File: src/design/rv_pkg.sv
package rv_pkg;

    // datapath and memory sizes
    localparam int xlen       = 32;
    localparam int imem_words = 1024;
    localparam int dmem_words = 1024;
    localparam int imem_aw    = 10;
    localparam int dmem_aw    = 10;
    localparam int reg_aw     = 5;

    localparam logic [xlen-1:0] reset_pc = 32'h0000_0000;

    // addi x0, x0, 0
    localparam logic [xlen-1:0] nop_inst = 32'h0000_0013;

    // writeback source select
    localparam logic [1:0] res_alu  = 2'd0;
    localparam logic [1:0] res_load = 2'd1;
    localparam logic [1:0] res_link = 2'd2;

    typedef enum logic [6:0] {
        opc_op     = 7'b0110011,
        opc_op_imm = 7'b0010011,
        opc_lui    = 7'b0110111,
        opc_auipc  = 7'b0010111,
        opc_load   = 7'b0000011,
        opc_store  = 7'b0100011,
        opc_branch = 7'b1100011,
        opc_jal    = 7'b1101111,
        opc_jalr   = 7'b1100111
    } opcode_e;

    typedef enum logic [3:0] {
        alu_add    = 4'd0,
        alu_sub    = 4'd1,
        alu_sll    = 4'd2,
        alu_slt    = 4'd3,
        alu_sltu   = 4'd4,
        alu_xor    = 4'd5,
        alu_srl    = 4'd6,
        alu_sra    = 4'd7,
        alu_or     = 4'd8,
        alu_and    = 4'd9,
        alu_pass_b = 4'd10
    } alu_op_e;

    typedef struct packed {
        logic [xlen-1:0] pc;
        logic [xlen-1:0] inst;
    } f2d_t;

    typedef struct packed {
        logic [xlen-1:0] pc;
        logic [xlen-1:0] inst;
        logic [xlen-1:0] rs1_val;
        logic [xlen-1:0] rs2_val;
    } d2x_t;

    typedef struct packed {
        logic              we;
        logic [reg_aw-1:0] rd;
        logic [1:0]        kind;
        logic [xlen-1:0]   alu_res;
        logic [xlen-1:0]   pc;
    } x2w_t;

    typedef struct packed {
        logic            taken;
        logic [xlen-1:0] target;
    } redirect_t;

    typedef struct packed {
        logic              valid;
        logic [reg_aw-1:0] rd;
        logic [xlen-1:0]   data;
    } wb_t;

    typedef struct packed {
        logic               we;
        logic [imem_aw-1:0] addr;
        logic [xlen-1:0]    data;
    } prog_t;

endpackage

File: src/design/rv_decode.sv
`timescale 1ns/10ps

module rv_decode (
    input  logic                     clk,
    input  logic                     rst_n,
    input  rv_pkg::f2d_t             fetch_in,
    input  rv_pkg::redirect_t        x_redirect,
    input  rv_pkg::wb_t              wb,
    output logic [rv_pkg::reg_aw-1:0] rs1_addr,
    output logic [rv_pkg::reg_aw-1:0] rs2_addr,
    input  logic [rv_pkg::xlen-1:0]   rs1_data,
    input  logic [rv_pkg::xlen-1:0]   rs2_data,
    output rv_pkg::redirect_t        jal_redirect,
    output rv_pkg::d2x_t             decode_out
);
    import rv_pkg::*;

    logic [xlen-1:0] inst_d;
    logic [xlen-1:0] rs1_val;
    logic [xlen-1:0] rs2_val;
    logic [xlen-1:0] imm_j;
    d2x_t            decode_q;

    // wrong-path instruction behind a taken branch or jalr
    assign inst_d = x_redirect.taken ? nop_inst : fetch_in.inst;

    assign rs1_addr = inst_d[19:15];
    assign rs2_addr = inst_d[24:20];

    // value retiring this cycle is not yet in the register file
    assign rs1_val = (wb.valid && wb.rd == rs1_addr) ? wb.data : rs1_data;
    assign rs2_val = (wb.valid && wb.rd == rs2_addr) ? wb.data : rs2_data;

    assign imm_j = {{12{inst_d[31]}}, inst_d[19:12], inst_d[20], inst_d[30:21], 1'b0};

    assign jal_redirect.taken  = (inst_d[6:0] == opc_jal);
    assign jal_redirect.target = fetch_in.pc + imm_j;

    always_ff @(posedge clk) begin
        if (!rst_n) begin
            decode_q <= '{pc: reset_pc, inst: nop_inst, rs1_val: '0, rs2_val: '0};
        end else begin
            decode_q.pc      <= fetch_in.pc;
            decode_q.inst    <= inst_d;
            decode_q.rs1_val <= rs1_val;
            decode_q.rs2_val <= rs2_val;
        end
    end

    assign decode_out = decode_q;

endmodule

File: config.mk
export PLATFORM = sky130hd
export DESIGN_NAME = rv_decode
export DESIGN_NICKNAME = d
export VERILOG_FILES = /design/src/design/rv_pkg.sv /design/src/design/rv_decode.sv
export SDC_FILE = /design/constraint.sdc
export NUM_CORES = 1
export LEC_CHECK = 0
export BUFFER_PORTS_ARGS = -buffer_cell sky130_fd_sc_hd__buf_2
export CORE_AREA = 2 2 144 146
export CTS_CLUSTER_SIZE = 12
export DETAILED_ROUTE_END_ITERATION = 10
export DIE_AREA = 0 0 146 148
export SYNTH_ARGS = -nofsm -noshare
export SYNTH_HDL_FRONTEND = slang
export SYNTH_SLANG_ARGS = --single-unit
File: constraint.sdc
create_clock -name clk -period 3.6 [get_ports clk]
set_input_delay 0.18 -clock clk [delete_from_list [all_inputs] [get_ports clk]]
set_output_delay 0.18 -clock clk [all_outputs]
set_load 0.01 [all_outputs]
==> impl_metrics.tcl <==
set metrics [dict create \
    yosys_warnings 0 \
    wl_per_cell_um 16.55 \
    ys.flop_type "dfxtp_1" \
    final_nets 1216 \
    grt_setup_unrepaired "false" \
    status "completed" \
    die_w_um 146 \
    drc 0 \
    cts_made_buffers 17 \
    design.core.area_mm2 0.02004 \
    tightest_slew_ns 1.211 \
    synth_seq_cells 128 \
    drt.antenna.violating_nets 0 \
    drive_gt1_frac 0.3883 \
    achievable-frequency_ghz 0.2911 \
    viasPerCell 4.535 \
    io_buffers 339 \
    overflow 0 \
    die_area_mm2 0.02161 \
    ctsLongestPathBuffers 2 \
    synth_common_cells "dfxtp_1 (128), nor2b_1 (85), mux2i_1 (71), and2_1 (64), a21oi_1 (24)" \
    path_max_fanout 5 \
    irDropWorstVdd_mv 0.2855 \
    yosysTopAreaCell "dfxtp_1" \
    setup_viol 0 \
    intPower_uw 3080 \
    switching_share 0.2655 \
    vias 5796 \
    tritoncts "yes" \
    synth.most_common_cell "dfxtp_1" \
    synth_area_mm2 0.006095 \
    end_kind "output pin" \
    drv_slew 0 \
    power_leakage_uw 0.004527 \
    num_rows 52 \
    fin_crit_ns 3.435 \
    crit_required_ns 3.42 \
    hold_viol_final 0 \
    clkTransAtPathRegs_ns 0.05 \
    ios 372 \
    yosys.area.top_type_share 0.4204 \
    ys_types 54 \
    fp.dieH_um 148 \
    power_uw 4193 \
    hp-class "in2reg" \
    maxCapViolCount 0 \
    start_util 0.3041 \
    max_slew_margin 0.1893 \
    multi_input_area_mm2 0.003269 \
    gp_congestion 0.8129 \
    fin_area_mm2 0.009047 \
    dpl.hpwl_mm 16.06 \
    antenna_found_initial 2 \
    grt_pass1_vias 5681 \
    switchingPower_uw 1113 \
    seq_area_mm2 0.002562 \
    async_flop_share 0 \
    start_kind "input port" \
    power_density_mw_per_mm2 463.4 \
    pwr-share-comb 0.178 \
    pwr-share-clk 0.463 \
    timing.setup.tns_ns 0 \
    synth.area.top_cells "dfxtp_1 (42%), mux2i_1 (12%), nor2b_1 (8.7%)" \
    pwr-share-seq 0.359 \
    gr-usage-all-layers 0.1894 \
    wl_mm 21.16 \
    critical_path_class "in2out" \
    synth_edf_count 0 \
    syn2layout_area_growth_pct 48.45 \
    critPathArrivalTime_ns 3.26 \
    cts_root_buf "clkbuf_16" \
    synth.avg_cell_area_um2 9.628 \
    grt_max_degree 97 \
    postSynthCellCount 633 \
    drt_pass1_iterations 4 \
    largest_reg_flops 128 \
    cts_max_level 4 \
    drt_iter0_drc 182 \
    place_area_mm2 0.007893 \
    synth_nets 854 \
    fillers 2004 \
    timing.final.crit_share 0.9543 \
    numClockSinks 128 \
    yosysSeqAreaShare 0.4204 \
    grt_pass1_wl_mm 31.45 \
]
==> kinds of logic (layout without fill, tap and decap cells) <==
family                   count (synthesis)  count (layout)  synth area share
AO/OA/AOI/OAI                           76              76           0.08315
XOR/XNOR                                35              35           0.05030
adder cells (fa/ha/maj)                 20              20           0.04229
buffers and inverters                   55             429           0.04947
flip-flops                             128             128            0.4204
multiplexers                            71              71            0.1166
other                                    0               1                 0
AND/OR/NAND/NOR                        248             248            0.2377
==> area by class of cell <==
class,instances,area share
clock buffer,17,0.04702
multi-input combinational,450,0.3614
clock inverter,14,0.02489
inverter,8,0.003319
timing repair buffer,390,0.2426
tap,270,0.03734
sequential,128,0.2832
antenna,1,0.0002766
==> layer usage <==
metal  vias up  share of wire  track usage
met5         -              0            0
met2       206           0.51       0.3434
met3        25          0.053      0.04228
li1       2864              -            -
met4         0          0.020      0.06699
met1      2701           0.41       0.2198
==> stage by stage <==
stage               instances  utilization  hold slack, ns  worst slack [ns]
global route             1278       0.4515       0.0006405           0.01013
finish                   1278       0.4515         0.01880            0.1646
CTS                      1276       0.4493       0.0005068           0.02649
global placement         1199       0.3939          0.3846            0.3165
detailed placement       1199       0.3939          0.3834            0.2822
floorplan                 633            -          0.2815            0.8441
==> critical path, cell delays in order <==
cell           delay (ns)
dlygate4sd3_1        0.53
buf_2                0.13
nor2b_1              0.19
fa_2                 0.41
a21o_1               0.24
a221oi_4             0.35
nor4_1               0.11
a211o_1              0.34
o21ai_4              0.22
mux2i_1              0.25
xor2_1               0.15
buf_2                0.15
==> cell usage in the layout, fill, tap and decap left out, drive strengths merged, types with 3 or more instances in the layout <==
master | netlist | routed
buf | 23 | 344
dfxtp | 128 | 128
nor2b | 86 | 86
mux2i | 71 | 71
and2 | 64 | 64
dlygate4sd3 | 0 | 46
a21oi | 24 | 24
xnor2 | 22 | 22
nand2 | 20 | 20
nor2 | 20 | 20
ha | 19 | 19
clkbuf | 24 | 17
o21ai | 16 | 16
inv | 8 | 15
nand3 | 13 | 13
xor2 | 13 | 13
nor3 | 9 | 9
nor4 | 8 | 8
nand4 | 7 | 7
a21o | 6 | 6
o211ai | 5 | 5
bufinv | 0 | 5
and3 | 5 | 5
nand2b | 5 | 5
o21a | 4 | 4
or4 | 3 | 3
==> final timing paths <==
check	slack, ns	endpoint	from	cells after the start
setup / recovery	0.16	jal_redirect[27]	fetch_in[22]	12
hold / removal	0.02	decode_out[111]$_SDFF_PN0_	fetch_in[47]	2
==> power by group through the flow <==
stage | Sequential (uW) | Combinational (uW) | Clock, uW
2_1_floorplan | 1580 | 345 | 0
3_3_place_gp | 1540 | 694 | 0
3_5_place_dp | 1540 | 698 | 0
4_1_cts | 1510 | 741 | 1990
5_1_grt | 1510 | 812 | 2050
6_report | 1510 | 744 | 1940
==> timing repair <==
| item | CTS | global route |
|---|---|---|
| setup endpoints to repair | 0 | 5 |
| setup buffers | 0 | 1 |
| hold buffers | 46 | 0 |
| gates resized for setup | 0 | 8 |
| endpoints found under the hold margin | 46 | 0 |
(Power assumes the default switching activity.)
