$ cat src/design/rv_pkg.sv
package rv_pkg;

    // datapath and memory sizes
    localparam int xlen       = 32;
    localparam int imem_words = 1024;
    localparam int dmem_words = 1024;
    localparam int imem_aw    = 10;
    localparam int dmem_aw    = 10;
    localparam int reg_aw     = 5;

    localparam logic [xlen-1:0] reset_pc = 32'h0000_0000;

    // addi x0, x0, 0
    localparam logic [xlen-1:0] nop_inst = 32'h0000_0013;

    // writeback source select
    localparam logic [1:0] res_alu  = 2'd0;
    localparam logic [1:0] res_load = 2'd1;
    localparam logic [1:0] res_link = 2'd2;

    typedef enum logic [6:0] {
        opc_op     = 7'b0110011,
        opc_op_imm = 7'b0010011,
        opc_lui    = 7'b0110111,
        opc_auipc  = 7'b0010111,
        opc_load   = 7'b0000011,
        opc_store  = 7'b0100011,
        opc_branch = 7'b1100011,
        opc_jal    = 7'b1101111,
        opc_jalr   = 7'b1100111
    } opcode_e;

    typedef enum logic [3:0] {
        alu_add    = 4'd0,
        alu_sub    = 4'd1,
        alu_sll    = 4'd2,
        alu_slt    = 4'd3,
        alu_sltu   = 4'd4,
        alu_xor    = 4'd5,
        alu_srl    = 4'd6,
        alu_sra    = 4'd7,
        alu_or     = 4'd8,
        alu_and    = 4'd9,
        alu_pass_b = 4'd10
    } alu_op_e;

    typedef struct packed {
        logic [xlen-1:0] pc;
        logic [xlen-1:0] inst;
    } f2d_t;

    typedef struct packed {
        logic [xlen-1:0] pc;
        logic [xlen-1:0] inst;
        logic [xlen-1:0] rs1_val;
        logic [xlen-1:0] rs2_val;
    } d2x_t;

    typedef struct packed {
        logic              we;
        logic [reg_aw-1:0] rd;
        logic [1:0]        kind;
        logic [xlen-1:0]   alu_res;
        logic [xlen-1:0]   pc;
    } x2w_t;

    typedef struct packed {
        logic            taken;
        logic [xlen-1:0] target;
    } redirect_t;

    typedef struct packed {
        logic              valid;
        logic [reg_aw-1:0] rd;
        logic [xlen-1:0]   data;
    } wb_t;

    typedef struct packed {
        logic               we;
        logic [imem_aw-1:0] addr;
        logic [xlen-1:0]    data;
    } prog_t;

endpackage

$ cat src/design/rv_writeback.sv
`timescale 1ns/10ps

module rv_writeback (
    input  rv_pkg::x2w_t            x_in,
    input  logic [rv_pkg::xlen-1:0] dmem_rdata,
    output rv_pkg::wb_t             wb
);
    import rv_pkg::*;

    logic [xlen-1:0] wb_data;
    logic [xlen-1:0] link_addr;

    // return address for jal and jalr
    assign link_addr = x_in.pc + xlen'(4);

    always_comb begin
        case (x_in.kind)
            res_load: wb_data = dmem_rdata;
            res_link: wb_data = link_addr;
            default:  wb_data = x_in.alu_res;
        endcase
    end

    // x0 writes are dropped here, so nothing downstream sees them
    assign wb.valid = x_in.we && (x_in.rd != '0);
    assign wb.rd    = x_in.rd;
    assign wb.data  = wb_data;

endmodule

$ cat config.mk
export PLATFORM = sky130hd
export DESIGN_NAME = rv_writeback
export DESIGN_NICKNAME = d
export VERILOG_FILES = /design/src/design/rv_pkg.sv /design/src/design/rv_writeback.sv
export SDC_FILE = /design/constraint.sdc
export NUM_CORES = 1
export LEC_CHECK = 0
export ABC_AREA = 1
export BUFFER_PORTS_ARGS = -buffer_cell sky130_fd_sc_hd__buf_2
export CORE_MARGIN = 1.5
export CORE_UTILIZATION = 37
export DETAILED_ROUTE_END_ITERATION = 6
export GPL_TIMING_DRIVEN = 0
export PLACE_DENSITY_LB_ADDON = 0.25
export SYNTH_ARGS = -nofsm -noshare
export SYNTH_HDL_FRONTEND = slang
export SYNTH_SLANG_ARGS = --single-unit
$ cat constraint.sdc
create_clock -name vclk -period 1
set_clock_uncertainty 0.1 [all_clocks]
set_input_delay 0 -clock vclk [all_inputs]
set_output_delay 0 -clock vclk [all_outputs]
set_load 0.05 [all_outputs]
==> results of run 1 <==
[repair_timing]
action                     in CTS
hold buffers                    0
setup endpoints to repair      33
cloned                          5
resized for setup             158
setup buffers                  11
pin swaps                      40
[kinds of logic after synthesis]
logic type | Yosys count | synth area share, %
buffers and inverters | 49 | 15.0
XOR/XNOR | 1 | 0.530
adder cells (fa/ha/maj) | 3 | 2.27
AND/OR/NAND/NOR | 198 | 56.4
AO/OA/AOI/OAI | 79 | 25.8
[through the flow]
step / utilization [%] / hold WS (ns)
detailed placement: 73.9 / 0.278
floorplan: - / 0.0671
global placement: 73.9 / 0.268
CTS: 91.3 / 0.232
[Yosys cell counts]
master / number
sky130_fd_sc_hd__nand3_1: 31
sky130_fd_sc_hd__ha_1: 3
sky130_fd_sc_hd__o21ai_0: 6
sky130_fd_sc_hd__o21a_1: 1
sky130_fd_sc_hd__clkbuf_1: 8
sky130_fd_sc_hd__o41ai_1: 1
sky130_fd_sc_hd__clkbuf_8: 3
sky130_fd_sc_hd__nand2_1: 77
sky130_fd_sc_hd__a21oi_2: 5
sky130_fd_sc_hd__or2_2: 8
sky130_fd_sc_hd__nor2_2: 7
sky130_fd_sc_hd__nand4_1: 1
sky130_fd_sc_hd__inv_1: 30
sky130_fd_sc_hd__inv_2: 1
sky130_fd_sc_hd__a21oi_1: 64
sky130_fd_sc_hd__xor2_1: 1
sky130_fd_sc_hd__nand2_4: 2
sky130_fd_sc_hd__and2_1: 2
sky130_fd_sc_hd__nand2_2: 6
sky130_fd_sc_hd__nor2_1: 54
sky130_fd_sc_hd__buf_6: 2
sky130_fd_sc_hd__nor2_4: 10
sky130_fd_sc_hd__buf_4: 5
sky130_fd_sc_hd__o21bai_1: 2
==> results.txt, run 1 <==
- 142 I/O pins were placed.
- Ranking of synthesized cells by area: sky130_fd_sc_hd__a21oi_1 19%, sky130_fd_sc_hd__nand2_1 18%, sky130_fd_sc_hd__nor2_1 12%
* Total number of yosys warnings: 0
- After the last repair the worst path ends at a top-level output.
* Outcome: aborted with a tool error
* Stop stage: 5_1_grt
* Cell accounting for the most synthesized area: sky130_fd_sc_hd__a21oi_1
* Register area share after synthesis: 0%
- Routability-driven placement finished with a final weighted congestion of 0.930.
* Post-Synthesis Cells: 330
* Crit. endpoint post-GRT repair: wb[20]
- Count of cell types in the netlist: 24
- Post-detail-place hpwl: 5680 um
- Avg Inst Size Synth: 5.00 sq um
* Count of buffers inserted at the top-level ports: 142
- Worst slack at placement: -0.628 ns
- The number of placed instances, taps included, is 524.
* Cell Area, Placed: 0.00320 sq mm
* Number of core rows: 24
* Run-stopping error: [ERROR DPL-0038] Utilization greater than 100%, impossible to legalize
* Initial core utilization: 38.2%
- Die Y-Extent: 69.8 um
- Entering global routing, the biggest net connects 11 pins.
- After synthesis, the largest area contributor takes up 19.4% of total cell area.
- From left edge to right edge, the die measures 69.8 um.
* Total standard cell area after synthesis: 0.00165 sq mm
- Counting every net in the synthesized netlist gives 437.
==> run 2: changes to the inputs <==
--- a/config.mk
+++ b/config.mk
@@ -8,10 +8,10 @@
 export ABC_AREA = 1
 export BUFFER_PORTS_ARGS = -buffer_cell sky130_fd_sc_hd__buf_2
 export CORE_MARGIN = 1.5
-export CORE_UTILIZATION = 37
+export CORE_UTILIZATION = 40
 export DETAILED_ROUTE_END_ITERATION = 6
 export GPL_TIMING_DRIVEN = 0
-export PLACE_DENSITY_LB_ADDON = 0.25
+export PLACE_DENSITY_LB_ADDON = 0.15
 export SYNTH_ARGS = -nofsm -noshare
 export SYNTH_HDL_FRONTEND = slang
 export SYNTH_SLANG_ARGS = --single-unit
==> constraint.sdc (replaced) <==
create_clock -name vclk -period 1.3
set_clock_uncertainty 0.1 [all_clocks]
set_input_delay 0 -clock vclk [all_inputs]
set_output_delay 0 -clock vclk [all_outputs]
set_load 0.05 [all_outputs]
==> run 2 against run 1 <==
The flow now finishes, with violations (setup timing). Synthesized cell count unchanged. Synthesized area is the same.
==> results.txt, run 2 <==
- The library cell used most frequently in the layout, excluding fill and tap cells, is sky130_fd_sc_hd__buf_2.
- The cell area after synthesis came to 0.00165 sq mm (unchanged).
- The die span in y was 67.3 um (-3.7%).
- Total nets after synthesis: 437 (unchanged)
* Chain of cells forming the critical path: buf_8, ha_4, nand2_4, nor2_4, nand2_4, nor2_4, nand2_1, nand2_1, nand3_2, a21oi_4, buf_6
- In the final routed layout, each cell accounts on average for 13.6 um.
- Summing all non-filler instances in the final layout gives an area of 0.00318 sq mm.
- End point of the worst hold path: wb[2]
- Endpoint class of the critical path: output pin
- Compound-cell area share of the yosys netlist: 25.8% (unchanged)
* Max Cap Violations: 0
* Die width: 67.3 um (-3.7%)
- Setup repair after global routing could not meet its margin everywhere.
* Outcome: complete, but fails checks
- The number of pins exceeding their max-slew limit in the final report is 0.
- Global routing used 28.3% of the available tracks.
- For this run, the top clock speed supported by timing is 0.758 GHz.
* Count of buffers inserted at the top-level ports: 142 (unchanged)
* Sequential cell area: 0 sq um
* Number of stages on the worst hold path: 4
* Power density over cell area: 559 mW/mm^2
- Of all nets on the critical path, the largest fanout is 6.
- The area after detailed placement was 0.00270 sq mm (-15%).
- Post-cts hold buffer count: 0 (unchanged)
* Transition time at the pin with the least slew margin: 0.363 ns
* Tightest hold margin: 0.271 ns
* Final setup slack of the worst path: -0.0185 ns
* Data arrival time at the worst-slack endpoint: 1.22 ns
- Count of cell types in the netlist: 24 (unchanged)
- Of the cells placed in the final design, the portion with a size suffix greater than 1 is 55.9%.
- The number of antenna diodes in the final layout is 0.
- Total overflow reported by the global router: 0
- Setup CP Type: in2out
- The routed design could run at a clock period as short as 1.32 ns.
* Cell accounting for the most synthesized area: sky130_fd_sc_hd__a21oi_1
* Sequential cell count: 0
* Multiplexer fraction of the synthesized cell area: 0% (unchanged)
- Nature of the critical path startpoint: primary input
- By area the synthesized netlist is led by sky130_fd_sc_hd__a21oi_1 19%, sky130_fd_sc_hd__nand2_1 18%, sky130_fd_sc_hd__nor2_1 12%.
* Largest incremental delay on the critical path: 0.17 ns
- The area share of the largest cell type after synthesis was 19.4% (unchanged).
- Data required time at the worst endpoint: 1.20 ns
- Setup total negative slack on the finished layout was measured at -0.0185 ns.
* First-pass GRT wire length: 10,300 um
- Dividing the detail-routed via count by the number of cells gives 5.28.
* Final number of setup-violating endpoints: 1
- Area fraction in and, or, nand and nor cells after synthesis: 56.4% (unchanged)
- Worst Min Path Start: x_in[34]
- Number of vias after detailed routing: 2,793
- The via count of the first global-routing pass is 2,478.
- The slowest stage of the critical path belongs to the cell sky130_fd_sc_hd__nor2_4.
- Final net count: 588
- The tightest min-delay check is of the in2out type.
- Placed Cells: 522 (-0.38%)
* Violation count after the first detailed-route iteration: 170
- The sequential fraction of the synthesis area came to 0% (unchanged).
- Relative to the synthesized area, the layout overhead comes to 92.7%.
- sky130_fd_sc_hd__nand2_1 is the most common cell in the netlist.
- The parity-gate share of the synthesized area counting xor and xnor cells is 0.530% (unchanged).
- Peak supply drop: 0.442 mV
* Post-detail-place hpwl: 5210 um (-8.3%)
- The final weighted congestion in routability-driven placement is 0.908 (-2.4%).
* Final-layout clock buffer total: 0
- Number of placed I/O pins: 142 (unchanged)
- Number of standard cells in the layout, taps in and fillers out: 529
- Together, buffers and inverters on the worst path number 2.
* Total number of yosys warnings: 0 (unchanged)
* Leakage power of the design: 1.51 nW
* Number of core rows: 23 (-4.2%)
- Slew HR: 75.5%
- The adder-cell share of the synthesized area is 2.27% (unchanged).
- Top Family by Delay on Critical Path: simple AND/OR/NAND/NOR gates
- In this run the remaining antenna-violating nets after routing total 0.
- Post-route total power: 0.00178 W
- After synthesis, the largest family of logic cells by area is simple AND/OR/NAND/NOR gates.
- The number of antenna violations at the first check in global routing was 0.
* Post-Synthesis Cells: 330 (unchanged)
* Total wire length after detailed routing: 7170 um
- For this run, the detailed router's first-pass iteration total came to 4.
- In the layout the commonest cells are 108 x sky130_fd_sc_hd__buf_2, 64 x sky130_fd_sc_hd__nand2_1, 43 x sky130_fd_sc_hd__nor2_1, 38 x sky130_fd_sc_hd__a21oi_1, 29 x sky130_fd_sc_hd__inv_1.
* Violations in the final reports: setup timing
- Full die area: 0.00452 sq mm
* Hold violation count in the final report: 0
- The average size of a mapped cell came to 5.00 sq um (unchanged).
- List of most frequent post-synthesis cells: 77 x sky130_fd_sc_hd__nand2_1, 64 x sky130_fd_sc_hd__a21oi_1, 54 x sky130_fd_sc_hd__nor2_1
- Initial core utilization: 41.6% (+3.4 points)
* Largest net degree at the start of global routing: 11
- After detailed routing, the number of remaining DRC violations is 0.
* Crit share post-route: 101%
- Core area: 0.00397 sq mm
==> run 2: worst max path at each step <==
stage	from	end	slack [ns]	cells after the start
after global placement	x_in[64]	wb[25]	-0.48	9
after floorplan	x_in[64]	wb[0]	-0.08	7
after global routing	x_in[3]	wb[28]	-0.11	11
after CTS	x_in[3]	wb[20]	-0.06	11
after detailed placement	x_in[64]	wb[17]	-0.49	9
final	x_in[3]	wb[28]	-0.02	11
==> run 2: metal layers <==
layer | part of all wire, % | GRT usage (%)
met3 | 6.8 | 2.33
met5 | 0 | 0
met1 | 37 | 32.2
met4 | 1.4 | 3.06
met2 | 55 | 57.5
==> run 2: final cells by class <==
| class | count | area [sq um] |
|---|---|---|
| Multi-Input combinational cell | 281 | 1860 |
| Buffer | 17 | 179 |
| Inverter | 31 | 116 |
| Timing Repair Buffer | 150 | 965 |
| Tap cell | 50 | 62.6 |
| Fill cell | 309 | 790 |
==> run 2: per-stage QoR <==
stage	worst slack, ns	utilization, %
global placement	-0.477	68.1
floorplan	-0.0837	-
CTS	-0.0618	74.9
finish	-0.0185	80.1
global route	-0.106	80.1
detailed placement	-0.485	68.1
==> run 2: cell families (layout without fill, tap and decap cells) <==
logic type | count (synthesis) | after routing
AND/OR/NAND/NOR | 198 | 198
AO/OA/AOI/OAI | 79 | 79
buffers and inverters | 49 | 198
adder cells (fa/ha/maj) | 3 | 3
XOR/XNOR | 1 | 1
==> run 2: power breakdown <==
part / leakage (nW) / internal, W / switching [W]
combinational: 1.51 / 0.000678 / 0.00110
sequential: 0 / 0 / 0
clock: 0 / 0 / 0
==> run 2: worst min-delay path, stage by stage <==
cell and delay (ns):
sky130_fd_sc_hd__buf_2 0.08, sky130_fd_sc_hd__nand2_1 0.05, sky130_fd_sc_hd__nand2_1 0.06, sky130_fd_sc_hd__buf_4 0.19
==> run 2: what timing repair did <==
item                       CTS  global route
setup buffers                2             6
hold endpoints to repair     0             0
gates cloned                 0             0
pin swaps                   10            20
gates resized for setup     80            56
setup endpoints to repair   32            30
Note: power is estimated with default switching activity, not from simulation.
