[src/design/rv_pkg.sv]
package rv_pkg;

    // datapath and memory sizes
    localparam int xlen       = 32;
    localparam int imem_words = 1024;
    localparam int dmem_words = 1024;
    localparam int imem_aw    = 10;
    localparam int dmem_aw    = 10;
    localparam int reg_aw     = 5;

    localparam logic [xlen-1:0] reset_pc = 32'h0000_0000;

    // addi x0, x0, 0
    localparam logic [xlen-1:0] nop_inst = 32'h0000_0013;

    // writeback source select
    localparam logic [1:0] res_alu  = 2'd0;
    localparam logic [1:0] res_load = 2'd1;
    localparam logic [1:0] res_link = 2'd2;

    typedef enum logic [6:0] {
        opc_op     = 7'b0110011,
        opc_op_imm = 7'b0010011,
        opc_lui    = 7'b0110111,
        opc_auipc  = 7'b0010111,
        opc_load   = 7'b0000011,
        opc_store  = 7'b0100011,
        opc_branch = 7'b1100011,
        opc_jal    = 7'b1101111,
        opc_jalr   = 7'b1100111
    } opcode_e;

    typedef enum logic [3:0] {
        alu_add    = 4'd0,
        alu_sub    = 4'd1,
        alu_sll    = 4'd2,
        alu_slt    = 4'd3,
        alu_sltu   = 4'd4,
        alu_xor    = 4'd5,
        alu_srl    = 4'd6,
        alu_sra    = 4'd7,
        alu_or     = 4'd8,
        alu_and    = 4'd9,
        alu_pass_b = 4'd10
    } alu_op_e;

    typedef struct packed {
        logic [xlen-1:0] pc;
        logic [xlen-1:0] inst;
    } f2d_t;

    typedef struct packed {
        logic [xlen-1:0] pc;
        logic [xlen-1:0] inst;
        logic [xlen-1:0] rs1_val;
        logic [xlen-1:0] rs2_val;
    } d2x_t;

    typedef struct packed {
        logic              we;
        logic [reg_aw-1:0] rd;
        logic [1:0]        kind;
        logic [xlen-1:0]   alu_res;
        logic [xlen-1:0]   pc;
    } x2w_t;

    typedef struct packed {
        logic            taken;
        logic [xlen-1:0] target;
    } redirect_t;

    typedef struct packed {
        logic              valid;
        logic [reg_aw-1:0] rd;
        logic [xlen-1:0]   data;
    } wb_t;

    typedef struct packed {
        logic               we;
        logic [imem_aw-1:0] addr;
        logic [xlen-1:0]    data;
    } prog_t;

endpackage

[src/design/rv_regfile.sv]
`timescale 1ns/10ps

module rv_regfile (
    input  logic                      clk,
    input  rv_pkg::wb_t               wb,
    input  logic [rv_pkg::reg_aw-1:0] rs1_addr,
    input  logic [rv_pkg::reg_aw-1:0] rs2_addr,
    output logic [rv_pkg::xlen-1:0]   rs1_data,
    output logic [rv_pkg::xlen-1:0]   rs2_data
);
    import rv_pkg::*;

    // x0 has no storage
    logic [xlen-1:0] regs [1:31];

    always_ff @(posedge clk) begin
        if (wb.valid && wb.rd != '0) begin
            regs[wb.rd] <= wb.data;
        end
    end

    assign rs1_data = (rs1_addr == '0) ? '0 : regs[rs1_addr];
    assign rs2_data = (rs2_addr == '0) ? '0 : regs[rs2_addr];

    // a read of x0 returns zero on either port
    assert property (@(posedge clk) (rs1_addr == '0) |-> (rs1_data == '0))
        else $error("x0 read back nonzero on the rs1 port");
    assert property (@(posedge clk) (rs2_addr == '0) |-> (rs2_data == '0))
        else $error("x0 read back nonzero on the rs2 port");

endmodule

[config.mk]
export PLATFORM = sky130hd
export DESIGN_NAME = rv_regfile
export DESIGN_NICKNAME = d
export VERILOG_FILES = /design/src/design/rv_pkg.sv /design/src/design/rv_regfile.sv
export SDC_FILE = /design/constraint.sdc
export NUM_CORES = 1
export LEC_CHECK = 0
export ABC_CLOCK_PERIOD_IN_PS = 2600
export BUFFER_PORTS_ARGS = -buffer_cell sky130_fd_sc_hd__buf_2
export CAP_MARGIN = 10
export CORE_MARGIN = 8
export CORE_UTILIZATION = 50
export CTS_BUF_LIST = sky130_fd_sc_hd__clkbuf_16
export DETAILED_ROUTE_END_ITERATION = 10
export PLACE_DENSITY_LB_ADDON = 0.2
export SLEW_MARGIN = 40
export SYNTH_ARGS = -nofsm -noshare
export SYNTH_HDL_FRONTEND = slang
export SYNTH_SLANG_ARGS = --single-unit
export TNS_END_PERCENT = 1
[constraint.sdc]
create_clock -name clk -period 2.6 [get_ports clk]
set_input_delay 0.39 -clock clk [delete_from_list [all_inputs] [get_ports clk]]
set_output_delay 0.39 -clock clk [all_outputs]
set_load 0.03 [all_outputs]
==> impl_metrics.csv, run 1 <==
group,metric,value,unit
cts,cts.path.max_buffers,3,
layout,finalNonFillerCells,4270,
drt,wl,149100,um
critical_path,critPathLaunchType,"register",
drt,wire_per_inst,34.93,um
placement,hpwl,92320,um
critical_path,cp_slowest_stage_delay,0.49,ns
critical_path,cp_cell_sequence,"mux4_2 -> nor2b_1 -> a211o_1 -> a311o_1 -> buf_6 -> buf_6",
drt,vias,29180,
grt,grt_remaining_overflow,0,
run_status,status,"finished, violations left",
pwr,irDropWorstVdd,0.5977,mV
critical_path,cp_num_cells,6,
drt,drc,0,
timing,setup_viol,62,
grt,grt_pass1_wl,211000,um
layout,largest_reg_flops,992,
placement,dpl_worst_slack,-0.2559,ns
grt,antenna_found_initial,13,
critical_path,crit_path_end_kind,"output port",
timing,fin_ws,-0.3572,ns
placement,dpl.cell_count,4066,
cts,cts_tree,"done",
floorplan,start_util,50.11,%
logic_synthesis,netlist_instances,2593,
grt,grt_max_degree,32,
run_status,violations,"setup timing",
logic_synthesis,synth_area,46490,sq um
floorplan,die_h,320.9,um
floorplan,dieArea,103000,sq um
critical_path,startpoint,"regs[22][16]",
timing,tightest_slew,0.6360,ns
timing,slew_violations,0,
floorplan,core-area,92770,sq um
logic_synthesis,ys_ff_latch,992,
timing,fmax,338.2,MHz
flow_run,drv_cap,0,
critical_path,cpMostUsedCell,"buf_6",
timing,maxSlewHeadroom,57.50,%
timing,rsz0062_at_grt,"true",
critical_path,critPathSlowestCell,"mux4_2",
timing,fin_crit_sh,113.7,%
layout,fin_nets,2974,
floorplan,die_w,320.9,um
placement,io_buffers,112,
critical_path,path_buf_inv,2,
logic_synthesis,yosysWarnings,0,
pwr,power_per_cell_area,647.6,nW/um^2
layout,mostFrequentLayoutCells,"edfxtp_1 (992), mux4_2 (343), mux2i_1 (311)",
logic_synthesis,syn-num-nets,2642,
cts,cts.reportedPaths.clkPinSlew,0.06,ns
timing,period_needed,2.957,ns
cts,htreeDepth,3,
floorplan,rows,112,
drt,via_per_inst,6.833,
drt,dr.pass1.iters,6,
pwr,total_leakage_power,18.85,nW
layout,layout_commonest_cell,"edfxtp_1",
drt,drtAntennaViolNets,0,
critical_path,crit_family,"compound AO/OA/AOI/OAI gates",
critical_path,path_max_fanout,2,
critical_path,crit_path_end,"rs1_data[16]",
critical_path,crit_arrival,2.57,ns
critical_path,crit_required,2.21,ns
logic_synthesis,synth_seq_area_share,64.08,%
logic_synthesis,yosysUniqueCellTypes,38,
layout,nFillCells,6805,
placement,gp_congestion,0.8601,
hold_path,hold_class,"in2reg",
grt,grt.total_usage,28.46,%
layout,syn_to_final_growth,18.64,%
critical_path,crit_type,"reg2out",
timing,final_hold_viol_count,0,
layout,top_regs,"regs: 992 flops",
drt,drtIter0Drc,3970,
floorplan,ios,113,
layout,drive_above_1_share,33.81,%
grt,grt_pass1_vias,29400,
cts,cts_root_buffer,"clkbuf_16",
cts,cts.sinks,992,
layout,top_register,"regs",
cts,cts_buffers,103,
logic_synthesis,avgSynthCellArea,17.93,sq um
pwr,power,35.72,mW
kinds of logic after synthesis:
family,Yosys count,synth area share (%)
simple gates,369,3.781
compound gates,333,5.200
mux,695,24.56
flops,992,64.08
buf+inv,204,2.387
per-stage QoR:
step                area, sq um  utilization [%]  hold slack (ns)  setup TNS [ns]
global placement          51470            55.48           0.8629          -11.23
floorplan                 46490                -           0.4889          -63.96
detailed placement        51470            55.49           0.8781          -8.629
global route              55150            59.45           0.2033          -15.20
finish                    55160            59.46           0.1981          -11.61
CTS                       55010            59.29           0.1645          -13.58
cell type report:
class	count	area [sq um]	area share (%)
diodes	8	20.02	0.03630
clock buffers	105	2628	4.764
clock inverters	83	519.2	0.9414
inverters	1	3.754	0.006805
multi-input cells	1397	16000	29.01
flip-flops and latches	992	29790	54.01
well taps	1254	1569	2.845
repair buffers	430	4628	8.391
cell usage after synthesis, drive strengths merged:
cell,number,area share (%)
and2,34,0.46
edfxtp,992,64
a211o,31,0.58
a211oi,17,0.27
o221ai,1,0.032
buf,115,1.7
a31oi,15,0.20
nand3b,6,0.097
nand4,17,0.23
nor2b,36,0.48
or3,1,0.013
or3b,3,0.057
and3,15,0.20
nand3,51,0.55
o21ai,32,0.34
nand2b,2,0.027
a22o,46,0.87
mux2i,311,6.7
mux2,34,0.82
mux4,350,17
a311o,31,0.67
a21oi,66,0.71
clkbuf,88,0.73
nor4,1,0.013
a22oi,94,1.5
nor3b,1,0.016
nand2,86,0.69
nor3,2,0.022
inv,1,0.0081
nor2,114,0.92
where the power goes:
| group | switching, mW | internal, mW | leakage, nW |
|---|---|---|---|
| Sequential | 0.0865 | 17.8 | 8.94 |
| Clock | 6.12 | 7.78 | 1.62 |
| Combinational | 2.25 | 1.69 | 8.29 |
timing repair:
action	CTS	global route
setup endpoints to repair	64	64
hold buffers	0	0
pin swaps	60	18
buffers inserted	5	2
gates resized for setup	119	24
gates cloned	0	0
routing by layer:
metal	routed length [um]	vias to the layer above	global-route usage [%]	share of wire (%)
met4	6913	6	12.24	4.6
met1	57580	15280	39.28	39
met3	16560	381	6.711	11
met5	34	-	0	0.023
met2	68060	1978	43.50	46
li1	-	11540	-	-
how the worst min path moves through the flow:
stage / startpoint / endpoint / depth (start not counted)
2_1_floorplan: wb[0] / regs[10][0] / 0
3_3_place_gp: wb[12] / regs[9][12] / 1
3_5_place_dp: wb[26] / regs[7][26] / 1
4_1_cts: wb[26] / regs[2][26] / 1
5_1_grt: wb[26] / regs[13][26] / 1
6_report: wb[26] / regs[14][26] / 1
(Power assumes the default switching activity.)
==> inputs of run 2 (changes only) <==
- BUFFER_PORTS_ARGS: -buffer_cell sky130_fd_sc_hd__buf_2 -> -buffer_cell sky130_fd_sc_hd__buf_4
==> run 2 against run 1 <==
Effect of this change: the run still ends with setup timing left; hold slack lost 0.088 ns; fmax shrank 0.73%; largest power group unchanged; non-clock buffer count grew 42.
==> impl_metrics.csv, run 2 (synthesis results as in run 1) <==
group,metric,value,unit
grt,grt_pass1_vias,29980,
timing,rsz0062_at_grt,"true",
layout,multi_input_area,16180,sq um
critical_path,crit_type,"reg2out",
hold_path,hold_class,"in2reg",
drt,wl,152700,um
critical_path,critPathSlowestCell,"mux4_2",
timing,maxSlewHeadroom,57.29,%
layout,largest_reg_flops,992,
layout,drive_above_1_share,35.89,%
floorplan,die_w,320.9,um
pwr,total_leakage_power,19.23,nW
layout,ff_latch_area,29790,sq um
floorplan,rows,112,
floorplan,die_h,320.9,um
placement,gp_congestion,0.8751,
cts,cts.sinks,992,
pwr,irDropWorstVdd,0.5044,mV
layout,fin_nets,3015,
critical_path,crit_arrival,2.59,ns
timing,tightest_slew,0.6371,ns
run_status,violations,"setup timing",
cts,cts_buffers,102,
timing,fin_ws,-0.3789,ns
run_status,status,"finished, violations left",
timing,period_needed,2.979,ns
grt,grt_pass1_wl,216600,um
drt,vias,29580,
drt,via_per_inst,6.857,
drt,drtAntennaViolNets,0,
layout,layout_commonest_cell,"edfxtp_1",
placement,hpwl,97040,um
critical_path,critPathLaunchType,"register",
grt,grt_max_degree,50,
pwr,power,37.08,mW
critical_path,cp_cell_sequence,"mux4_2 -> nor2b_4 -> a211o_1 -> a311o_2 -> buf_6",
timing,setup_viol,60,
critical_path,cp_slowest_stage_delay,0.50,ns
critical_path,crit_path_end_kind,"output port",
cts,cts.path.max_buffers,3,
layout,top_register,"regs",
layout,top_regs,"regs: 992 flops",
timing,final_hold_viol_count,0,
drt,wire_per_inst,35.40,um
floorplan,ios,113,
timing,slew_violations,0,
layout,syn_to_final_growth,20.62,%
flow_run,drv_cap,0,
placement,dpl_worst_slack,-0.3381,ns
cts,cts.reportedPaths.clkPinSlew,0.06,ns
drt,drc,0,
critical_path,crit_required,2.21,ns
floorplan,core-area,92770,sq um
cts,postCtsHoldBufs,0,
grt,grt_remaining_overflow,0,
grt,grt.total_usage,29.27,%
timing,fmax,335.7,MHz
floorplan,start_util,50.11,%
cts,cts_tree,"done",
placement,io_buffers,112,
floorplan,dieArea,103000,sq um
grt,antenna_found_initial,6,
cts,htreeDepth,3,
layout,mostFrequentLayoutCells,"edfxtp_1 (992), mux4_2 (340), buf_4 (314)",
timing,fin_crit_sh,114.6,%
drt,drtIter0Drc,4121,
layout,nFillCells,6728,
critical_path,path_max_fanout,2,
drt,dr.pass1.iters,7,
cts,cts_root_buffer,"clkbuf_16",
pwr,power_per_cell_area,661.2,nW/um^2
[run 2: power by group]
group / total [mW] / switching, mW / internal [mW]
Sequential: 17.9 / 0.0869 / 17.8
Clock: 15.1 / 6.24 / 8.90
Combinational: 4.07 / 2.29 / 1.78
[run 2: area by class of cell]
class	instances	area share, %
clock buffers	105	4.686
flip-flops and latches	992	53.12
diodes	6	0.02677
multi-input cells	1397	28.86
repair buffers	472	9.016
clock inverters	87	1.484
well taps	1254	2.798
inverters	1	0.006694
[run 2: worst max-delay path, delay by kind of cell, from the launching register on]
kind	cells	cell delay (ns)
and+or+nand+nor	1	0.14
AOI/OAI and AO/OA	2	0.69
muxes	1	0.50
buffers and inverters	1	0.18
DFF	1	0.41
[run 2: path summary, 6_finish.rpt]
| path | from | to | slack, ns | depth (start not counted) |
|---|---|---|---|---|
| worst max-delay path | regs[22][16] | rs1_data[16] | -0.38 | 5 |
| worst min-delay path | wb[25] | regs[29][25] | 0.11 | 1 |
[run 2: per-layer routing]
layer	track usage (%)	routed length (um)	vias to the layer above	share of wire (%)
met5	0	9	-	0.0059
met4	12.03	6733	2	4.4
met3	6.773	17460	372	11
met2	45.40	70360	2054	46
met1	40.11	58170	15520	38
li1	-	-	11640	-
[run 2: timing repair]
action | in CTS | in global routing
gates resized for setup | 95 | 41
gates cloned | 0 | 0
pin swaps | 58 | 19
setup buffers | 6 | 0
setup endpoints to repair | 64 | 64
[run 2: stage by stage]
step	hold WS, ns	setup TNS (ns)	util, %	std cells	cell area [sq um]
6_report	0.1096	-11.16	60.45	4314	56080
5_1_grt	0.1050	-15.09	60.43	4309	56060
4_1_cts	0.07220	-13.54	60.25	4308	55890
3_5_place_dp	0.8050	-7.342	56.11	4110	52050
3_3_place_gp	0.7925	-6.940	56.11	4110	52050
2_1_floorplan	0.4889	-63.96	-	2593	46490
