**src/design/rv_pkg.sv**
```systemverilog
package rv_pkg;

    // datapath and memory sizes
    localparam int xlen       = 32;
    localparam int imem_words = 1024;
    localparam int dmem_words = 1024;
    localparam int imem_aw    = 10;
    localparam int dmem_aw    = 10;
    localparam int reg_aw     = 5;

    localparam logic [xlen-1:0] reset_pc = 32'h0000_0000;

    // addi x0, x0, 0
    localparam logic [xlen-1:0] nop_inst = 32'h0000_0013;

    // writeback source select
    localparam logic [1:0] res_alu  = 2'd0;
    localparam logic [1:0] res_load = 2'd1;
    localparam logic [1:0] res_link = 2'd2;

    typedef enum logic [6:0] {
        opc_op     = 7'b0110011,
        opc_op_imm = 7'b0010011,
        opc_lui    = 7'b0110111,
        opc_auipc  = 7'b0010111,
        opc_load   = 7'b0000011,
        opc_store  = 7'b0100011,
        opc_branch = 7'b1100011,
        opc_jal    = 7'b1101111,
        opc_jalr   = 7'b1100111
    } opcode_e;

    typedef enum logic [3:0] {
        alu_add    = 4'd0,
        alu_sub    = 4'd1,
        alu_sll    = 4'd2,
        alu_slt    = 4'd3,
        alu_sltu   = 4'd4,
        alu_xor    = 4'd5,
        alu_srl    = 4'd6,
        alu_sra    = 4'd7,
        alu_or     = 4'd8,
        alu_and    = 4'd9,
        alu_pass_b = 4'd10
    } alu_op_e;

    typedef struct packed {
        logic [xlen-1:0] pc;
        logic [xlen-1:0] inst;
    } f2d_t;

    typedef struct packed {
        logic [xlen-1:0] pc;
        logic [xlen-1:0] inst;
        logic [xlen-1:0] rs1_val;
        logic [xlen-1:0] rs2_val;
    } d2x_t;

    typedef struct packed {
        logic              we;
        logic [reg_aw-1:0] rd;
        logic [1:0]        kind;
        logic [xlen-1:0]   alu_res;
        logic [xlen-1:0]   pc;
    } x2w_t;

    typedef struct packed {
        logic            taken;
        logic [xlen-1:0] target;
    } redirect_t;

    typedef struct packed {
        logic              valid;
        logic [reg_aw-1:0] rd;
        logic [xlen-1:0]   data;
    } wb_t;

    typedef struct packed {
        logic               we;
        logic [imem_aw-1:0] addr;
        logic [xlen-1:0]    data;
    } prog_t;

endpackage

```
**src/design/rv_alu.sv**
```systemverilog
`timescale 1ns/10ps

module rv_alu (
    input  rv_pkg::alu_op_e         op,
    input  logic [rv_pkg::xlen-1:0] a,
    input  logic [rv_pkg::xlen-1:0] b,
    output logic [rv_pkg::xlen-1:0] result
);
    import rv_pkg::*;

    logic [4:0] shamt;

    // only the low five bits shift
    assign shamt = b[4:0];

    always_comb begin
        case (op)
            alu_add:    result = a + b;
            alu_sub:    result = a - b;
            alu_sll:    result = a << shamt;
            alu_slt:    result = {{(xlen-1){1'b0}}, $signed(a) < $signed(b)};
            alu_sltu:   result = {{(xlen-1){1'b0}}, a < b};
            alu_xor:    result = a ^ b;
            alu_srl:    result = a >> shamt;
            alu_sra:    result = $unsigned($signed(a) >>> shamt);
            alu_or:     result = a | b;
            alu_and:    result = a & b;
            // lui
            alu_pass_b: result = b;
            default:    result = '0;
        endcase
    end

endmodule

```
**src/design/rv_execute.sv**
```systemverilog
`timescale 1ns/10ps

module rv_execute (
    input  logic                       clk,
    input  logic                       rst_n,
    input  rv_pkg::d2x_t               decode_in,
    input  rv_pkg::wb_t                wb,
    output logic [rv_pkg::dmem_aw-1:0] dmem_addr,
    output logic                       dmem_we,
    output logic [rv_pkg::xlen-1:0]    dmem_wdata,
    output rv_pkg::redirect_t          x_redirect,
    output rv_pkg::x2w_t               x_out
);
    import rv_pkg::*;

    logic [xlen-1:0]   inst;
    opcode_e           opcode;
    logic [2:0]        funct3;
    logic [reg_aw-1:0] rd;
    logic [xlen-1:0]   imm;
    logic [xlen-1:0]   rs1_fwd;
    logic [xlen-1:0]   rs2_fwd;
    logic [xlen-1:0]   alu_a;
    logic [xlen-1:0]   alu_b;
    logic [xlen-1:0]   alu_res;
    alu_op_e           alu_op;
    logic              cond;
    logic              writes_rd;
    x2w_t              x_q;

    assign inst   = decode_in.inst;
    assign opcode = opcode_e'(inst[6:0]);
    assign funct3 = inst[14:12];
    assign rd     = inst[11:7];

    always_comb begin
        case (opcode)
            opc_op_imm, opc_load, opc_jalr:
                imm = {{20{inst[31]}}, inst[31:20]};
            opc_store:
                imm = {{20{inst[31]}}, inst[31:25], inst[11:7]};
            opc_branch:
                imm = {{19{inst[31]}}, inst[31], inst[7], inst[30:25], inst[11:8], 1'b0};
            opc_lui, opc_auipc:
                imm = {inst[31:12], 12'b0};
            opc_jal:
                imm = {{12{inst[31]}}, inst[19:12], inst[20], inst[30:21], 1'b0};
            default:
                imm = '0;
        endcase
    end

    // W stage result, load data included
    assign rs1_fwd = (wb.valid && wb.rd == inst[19:15]) ? wb.data : decode_in.rs1_val;
    assign rs2_fwd = (wb.valid && wb.rd == inst[24:20]) ? wb.data : decode_in.rs2_val;

    // pc-relative forms put the pc on port a
    assign alu_a = (opcode == opc_auipc || opcode == opc_branch || opcode == opc_jal) ?
                   decode_in.pc : rs1_fwd;
    assign alu_b = (opcode == opc_op) ? rs2_fwd : imm;

    always_comb begin
        alu_op = alu_add;
        if (opcode == opc_lui) begin
            alu_op = alu_pass_b;
        end else if (opcode == opc_op || opcode == opc_op_imm) begin
            case (funct3)
                3'b000: alu_op = (opcode == opc_op && inst[30]) ? alu_sub : alu_add;
                3'b001: alu_op = alu_sll;
                3'b010: alu_op = alu_slt;
                3'b011: alu_op = alu_sltu;
                3'b100: alu_op = alu_xor;
                3'b101: alu_op = inst[30] ? alu_sra : alu_srl;
                3'b110: alu_op = alu_or;
                default: alu_op = alu_and;
            endcase
        end
    end

    rv_alu i_rv_alu (
        .op     (alu_op),
        .a      (alu_a),
        .b      (alu_b),
        .result (alu_res)
    );

    always_comb begin
        case (funct3)
            3'b000: cond = (rs1_fwd == rs2_fwd);
            3'b001: cond = (rs1_fwd != rs2_fwd);
            3'b100: cond = ($signed(rs1_fwd) < $signed(rs2_fwd));
            3'b101: cond = ($signed(rs1_fwd) >= $signed(rs2_fwd));
            3'b110: cond = (rs1_fwd < rs2_fwd);
            3'b111: cond = (rs1_fwd >= rs2_fwd);
            default: cond = 1'b0;
        endcase
    end

    // alu holds pc+imm for branches and rs1+imm for jalr
    assign x_redirect.taken  = (opcode == opc_branch && cond) || (opcode == opc_jalr);
    assign x_redirect.target = {alu_res[xlen-1:1], 1'b0};

    assign dmem_addr  = alu_res[dmem_aw+1:2];
    assign dmem_we    = (opcode == opc_store);
    assign dmem_wdata = rs2_fwd;

    assign writes_rd = (opcode == opc_op) || (opcode == opc_op_imm) || (opcode == opc_lui) ||
                       (opcode == opc_auipc) || (opcode == opc_load) ||
                       (opcode == opc_jal) || (opcode == opc_jalr);

    always_ff @(posedge clk) begin
        if (!rst_n) begin
            x_q <= '0;
        end else begin
            x_q.we      <= writes_rd;
            x_q.rd      <= rd;
            x_q.alu_res <= alu_res;
            x_q.pc      <= decode_in.pc;
            if (opcode == opc_load) begin
                x_q.kind <= res_load;
            end else if (opcode == opc_jal || opcode == opc_jalr) begin
                x_q.kind <= res_link;
            end else begin
                x_q.kind <= res_alu;
            end
        end
    end

    assign x_out = x_q;

    // a store never shows up as a register write one cycle later
    assert property (@(posedge clk) disable iff (!rst_n)
                     dmem_we |-> (opcode == opc_store) ##1 !x_out.we)
        else $error("data memory write from a non-store instruction");

endmodule

```
**config.mk**
```make
export PLATFORM = sky130hd
export DESIGN_NAME = rv_execute
export DESIGN_NICKNAME = d
export VERILOG_FILES = /design/src/design/rv_pkg.sv /design/src/design/rv_alu.sv /design/src/design/rv_execute.sv
export SDC_FILE = /design/constraint.sdc
export NUM_CORES = 1
export LEC_CHECK = 0
export BUFFER_PORTS_ARGS = -buffer_cell sky130_fd_sc_hd__buf_4
export CORE_AREA = 4 4 209 211
export DETAILED_ROUTE_END_ITERATION = 7
export DIE_AREA = 0 0 213 215
export GPL_TIMING_DRIVEN = 1
export PLACE_DENSITY = 0.64
export SLEW_MARGIN = 10
export SYNTH_ARGS = -nofsm -noshare
export SYNTH_HDL_FRONTEND = slang
export SYNTH_HIERARCHICAL = 1
export SYNTH_SLANG_ARGS = --single-unit
```
**constraint.sdc**
```tcl
create_clock -name clk -period 11.05 [get_ports clk]
set_input_delay 2.21 -clock clk [delete_from_list [all_inputs] [get_ports clk]]
set_output_delay 2.21 -clock clk [all_outputs]
set_load 0.01 [all_outputs]
```
==> impl_metrics.json <==
{
  "syn_area_um2": 14440,
  "antenna_found_initial": 1,
  "p_total_mw": 1.254,
  "grt.overflow.total": 0,
  "hp-start": "decode_in[117]",
  "pwr-share-comb_pct": 52.7,
  "holdBufCountCts": 0,
  "hold_path_class": "in2reg",
  "layout.nets": 2485,
  "synth.yosys.warnings": 6,
  "seq_area_um2": 1441,
  "setup_viol": 0,
  "whs_ns": 2.030,
  "multi_input_area_um2": 11710,
  "cts_sinks": 72,
  "power_frac_clock_pct": 24.7,
  "fmax_ghz": 0.1001,
  "cp_max_fo": 17,
  "peakVddDrop_uv": 72.83,
  "gp_congestion": 1.073,
  "synthFlopType": "dfxtp_1",
  "slew_violations": 0,
  "clockBufferDepth": 2,
  "grt_pass1_wl_mm": 106.3,
  "fill_cells": 4317,
  "worst_pin_slew_ns": 1.237,
  "synth_fp_nets": 2274,
  "syn_to_final_growth_pct": 19.56,
  "grt_start_max_net_pins": 73,
  "endpoint_kind": "primary output",
  "dieHeight_um": 215,
  "ys_seq_elements": 72,
  "vias_per_cell": 6.310,
  "die_area_um2": 45800,
  "drt_iter0_drc": 2113,
  "timing.slew.headroom_pct": 16.47,
  "postSynth.asyncResetShare_pct": 0,
  "pin_count": 316,
  "cap_violations": 0,
  "drive_gt1_share_pct": 24.61,
  "path_clk_slew_ns": 0.07,
  "status": "complete, no violations",
  "firstDrtPassIters": 8,
  "first_global_vias": 16580,
  "hold_path_end": "x_out[21]$_SDFF_PN0_",
  "cts_tree": "done",
  "rsz0062_at_grt": "false",
  "grt.total_usage_pct": 30.46,
  "yosysSeqAreaShare_pct": 9.979,
  "ys_types": 95,
  "largest_reg_flops": 72,
  "synth.most_common_cell": "nor2_1",
  "startpoint_type": "input pin",
  "synthTopCellsByArea": "ha_1 (11%), dfxtp_1 (10%), a21oi_1 (5.2%), nor2_1 (5.0%), nand2_1 (4.7%)",
  "rows": 75,
  "drt-wirelength-per-cell_um": 26.73,
  "routed_wl_mm": 72.83,
  "tns_ns": 0,
  "pwr-share-seq_pct": 22.6,
  "coreArea_um2": 41760,
  "synth_area_per_cell_um2": 7.324,
  "die_x_um": 213,
  "worstSetupPathType": "in2out",
  "powerDensity_nw_per_um2": 72.61,
  "worstHoldPathCells": 2,
  "ant_nets": 0,
  "synthCells": 1972,
  "timing.final.crit_share_pct": 90.40,
  "p_int_mw": 0.7140,
  "cts_buffers": 9,
  "ctsHtreeMaxLevel": 3,
  "power_switching_mw": 0.5399,
  "cts_setup_buffers": 0,
  "synth_commonest_cells": "nor2_1 (193), nand2_1 (181), a21oi_1 (151), ha_1 (132), inv_1 (131)",
  "final_area_um2": 17270,
  "finalCriticalPeriod_ns": 9.989,
  "drc": 0,
  "synth_top_area_share_pct": 11.43,
  "start_util_pct": 34.59,
  "port-buffer-count": 314,
  "root_buffer": "clkbuf_16",
  "dpl_cell_area_um2": 16990,
  "p_sw_share_pct": 43.06,
  "vias": 17200,
  "synth_top_area_cell": "ha_1",
  "dp_hpwl_mm": 58.89,
  "insertedDiodeCount": 0,
  "finalHoldViolCount": 0,
  "synth_edf_count": 0,
  "cp_data_arrival_time_ns": 7.78,
  "critPathRequiredTime_ns": 8.84,
  "leakagePower_nw": 7.519,
  "cts_resized": 0
}
==> per-stage QoR <==
stage,setup WS (ns),utilization (%),std cells
2_1_floorplan,1.860,-,1972
3_3_place_gp,1.307,40.67,2711
3_5_place_dp,1.221,40.67,2711
4_1_cts,1.220,41.35,2725
5_1_grt,0.7474,41.35,2725
6_report,1.061,41.35,2725
==> cell type report <==
| class | count | share of cell area, % |
|---|---|---|
| Sequential cell | 72 | 8.347 |
| Clock buffer | 9 | 1.304 |
| Tap cell | 539 | 3.905 |
| Clock inverter | 5 | 0.3405 |
| Inverter | 139 | 3.021 |
| Multi-Input combinational cell | 1610 | 67.82 |
| Timing Repair Buffer | 351 | 15.26 |
==> placed cells by master, fill, tap and decap left out, drive strengths merged, types with 9 or more instances in the layout <==
master | netlist | final
a211oi | 19 | 19
a21o | 18 | 18
a21oi | 151 | 151
a221oi | 22 | 22
a222oi | 13 | 13
a22oi | 18 | 18
a31oi | 18 | 18
and2 | 85 | 85
and3 | 11 | 11
buf | 63 | 351
clkbuf | 88 | 9
dfxtp | 72 | 72
ha | 132 | 132
inv | 139 | 140
mux2 | 99 | 99
mux2i | 67 | 67
mux4 | 28 | 28
nand2 | 182 | 182
nand2b | 13 | 13
nand3 | 38 | 38
nand4 | 16 | 16
nor2 | 194 | 194
nor2b | 24 | 24
nor3 | 41 | 41
nor4 | 19 | 19
o2111ai | 14 | 14
o211ai | 56 | 56
o21a | 11 | 11
o21ai | 136 | 136
o21bai | 9 | 9
o221ai | 12 | 12
o22ai | 19 | 19
o31ai | 11 | 11
or2 | 9 | 9
or3 | 12 | 12
xnor2 | 15 | 15
xor2 | 10 | 10
==> how the worst max path moves through the flow <==
stage,startpoint,to,slack [ns]
3_5_place_dp,wb[34],x_redirect[24],1.22
4_1_cts,wb[34],x_redirect[24],1.22
6_report,wb[34],x_redirect[22],1.06
5_1_grt,wb[34],x_redirect[24],0.75
3_3_place_gp,wb[34],x_redirect[24],1.31
2_1_floorplan,wb[35],x_redirect[28],1.86
==> kinds of logic (layout without fill, tap and decap cells) <==
group,Yosys count,count (layout),share of synthesized area (%)
AO/OA/AOI/OAI,596,596,27.52
XOR/XNOR,25,25,1.516
adder cells (fa/ha/maj),134,134,11.71
buffers and inverters,290,504,9.304
flip-flops,72,72,9.979
multiplexers,194,194,17.82
other,1,1,0.02596
AND/OR/NAND/NOR,660,660,22.12
==> critical path, cell delays in order <==
cell     delay (ns)
buf_4          0.13
xor2_1         0.15
nor4_1         0.25
and3_1         0.82
mux2i_1        0.22
a21oi_1        0.50
inv_1          0.17
ha_1           0.27
fa_1           0.46
nor2_1         0.15
o21ai_0        0.13
nand2_1        0.16
a31oi_1        0.21
o21ai_0        0.67
a31oi_1        0.37
o22ai_1        0.24
nor2_1         0.09
o21ai_0        0.37
buf_4          0.20
==> routing by layer <==
| metal | wire (um) | track usage, % | vias up |
|---|---|---|---|
| li1 | - | - | 7610 |
| met1 | 29470 | 41.00 | 8139 |
| met2 | 31470 | 46.21 | 1264 |
| met3 | 8726 | 8.400 | 180 |
| met4 | 3151 | 11.77 | 2 |
| met5 | 13 | 0 | - |
==> power by group through the flow <==
stage / Combinational [mW] / Clock [mW] / Sequential [mW]
global placement: 0.637 / 0 / 0.288
detailed placement: 0.640 / 0 / 0.289
global route: 0.701 / 0.330 / 0.285
CTS: 0.643 / 0.322 / 0.283
finish: 0.661 / 0.310 / 0.283
floorplan: 0.362 / 0 / 0.298
Note: power is estimated with default switching activity, not from simulation.
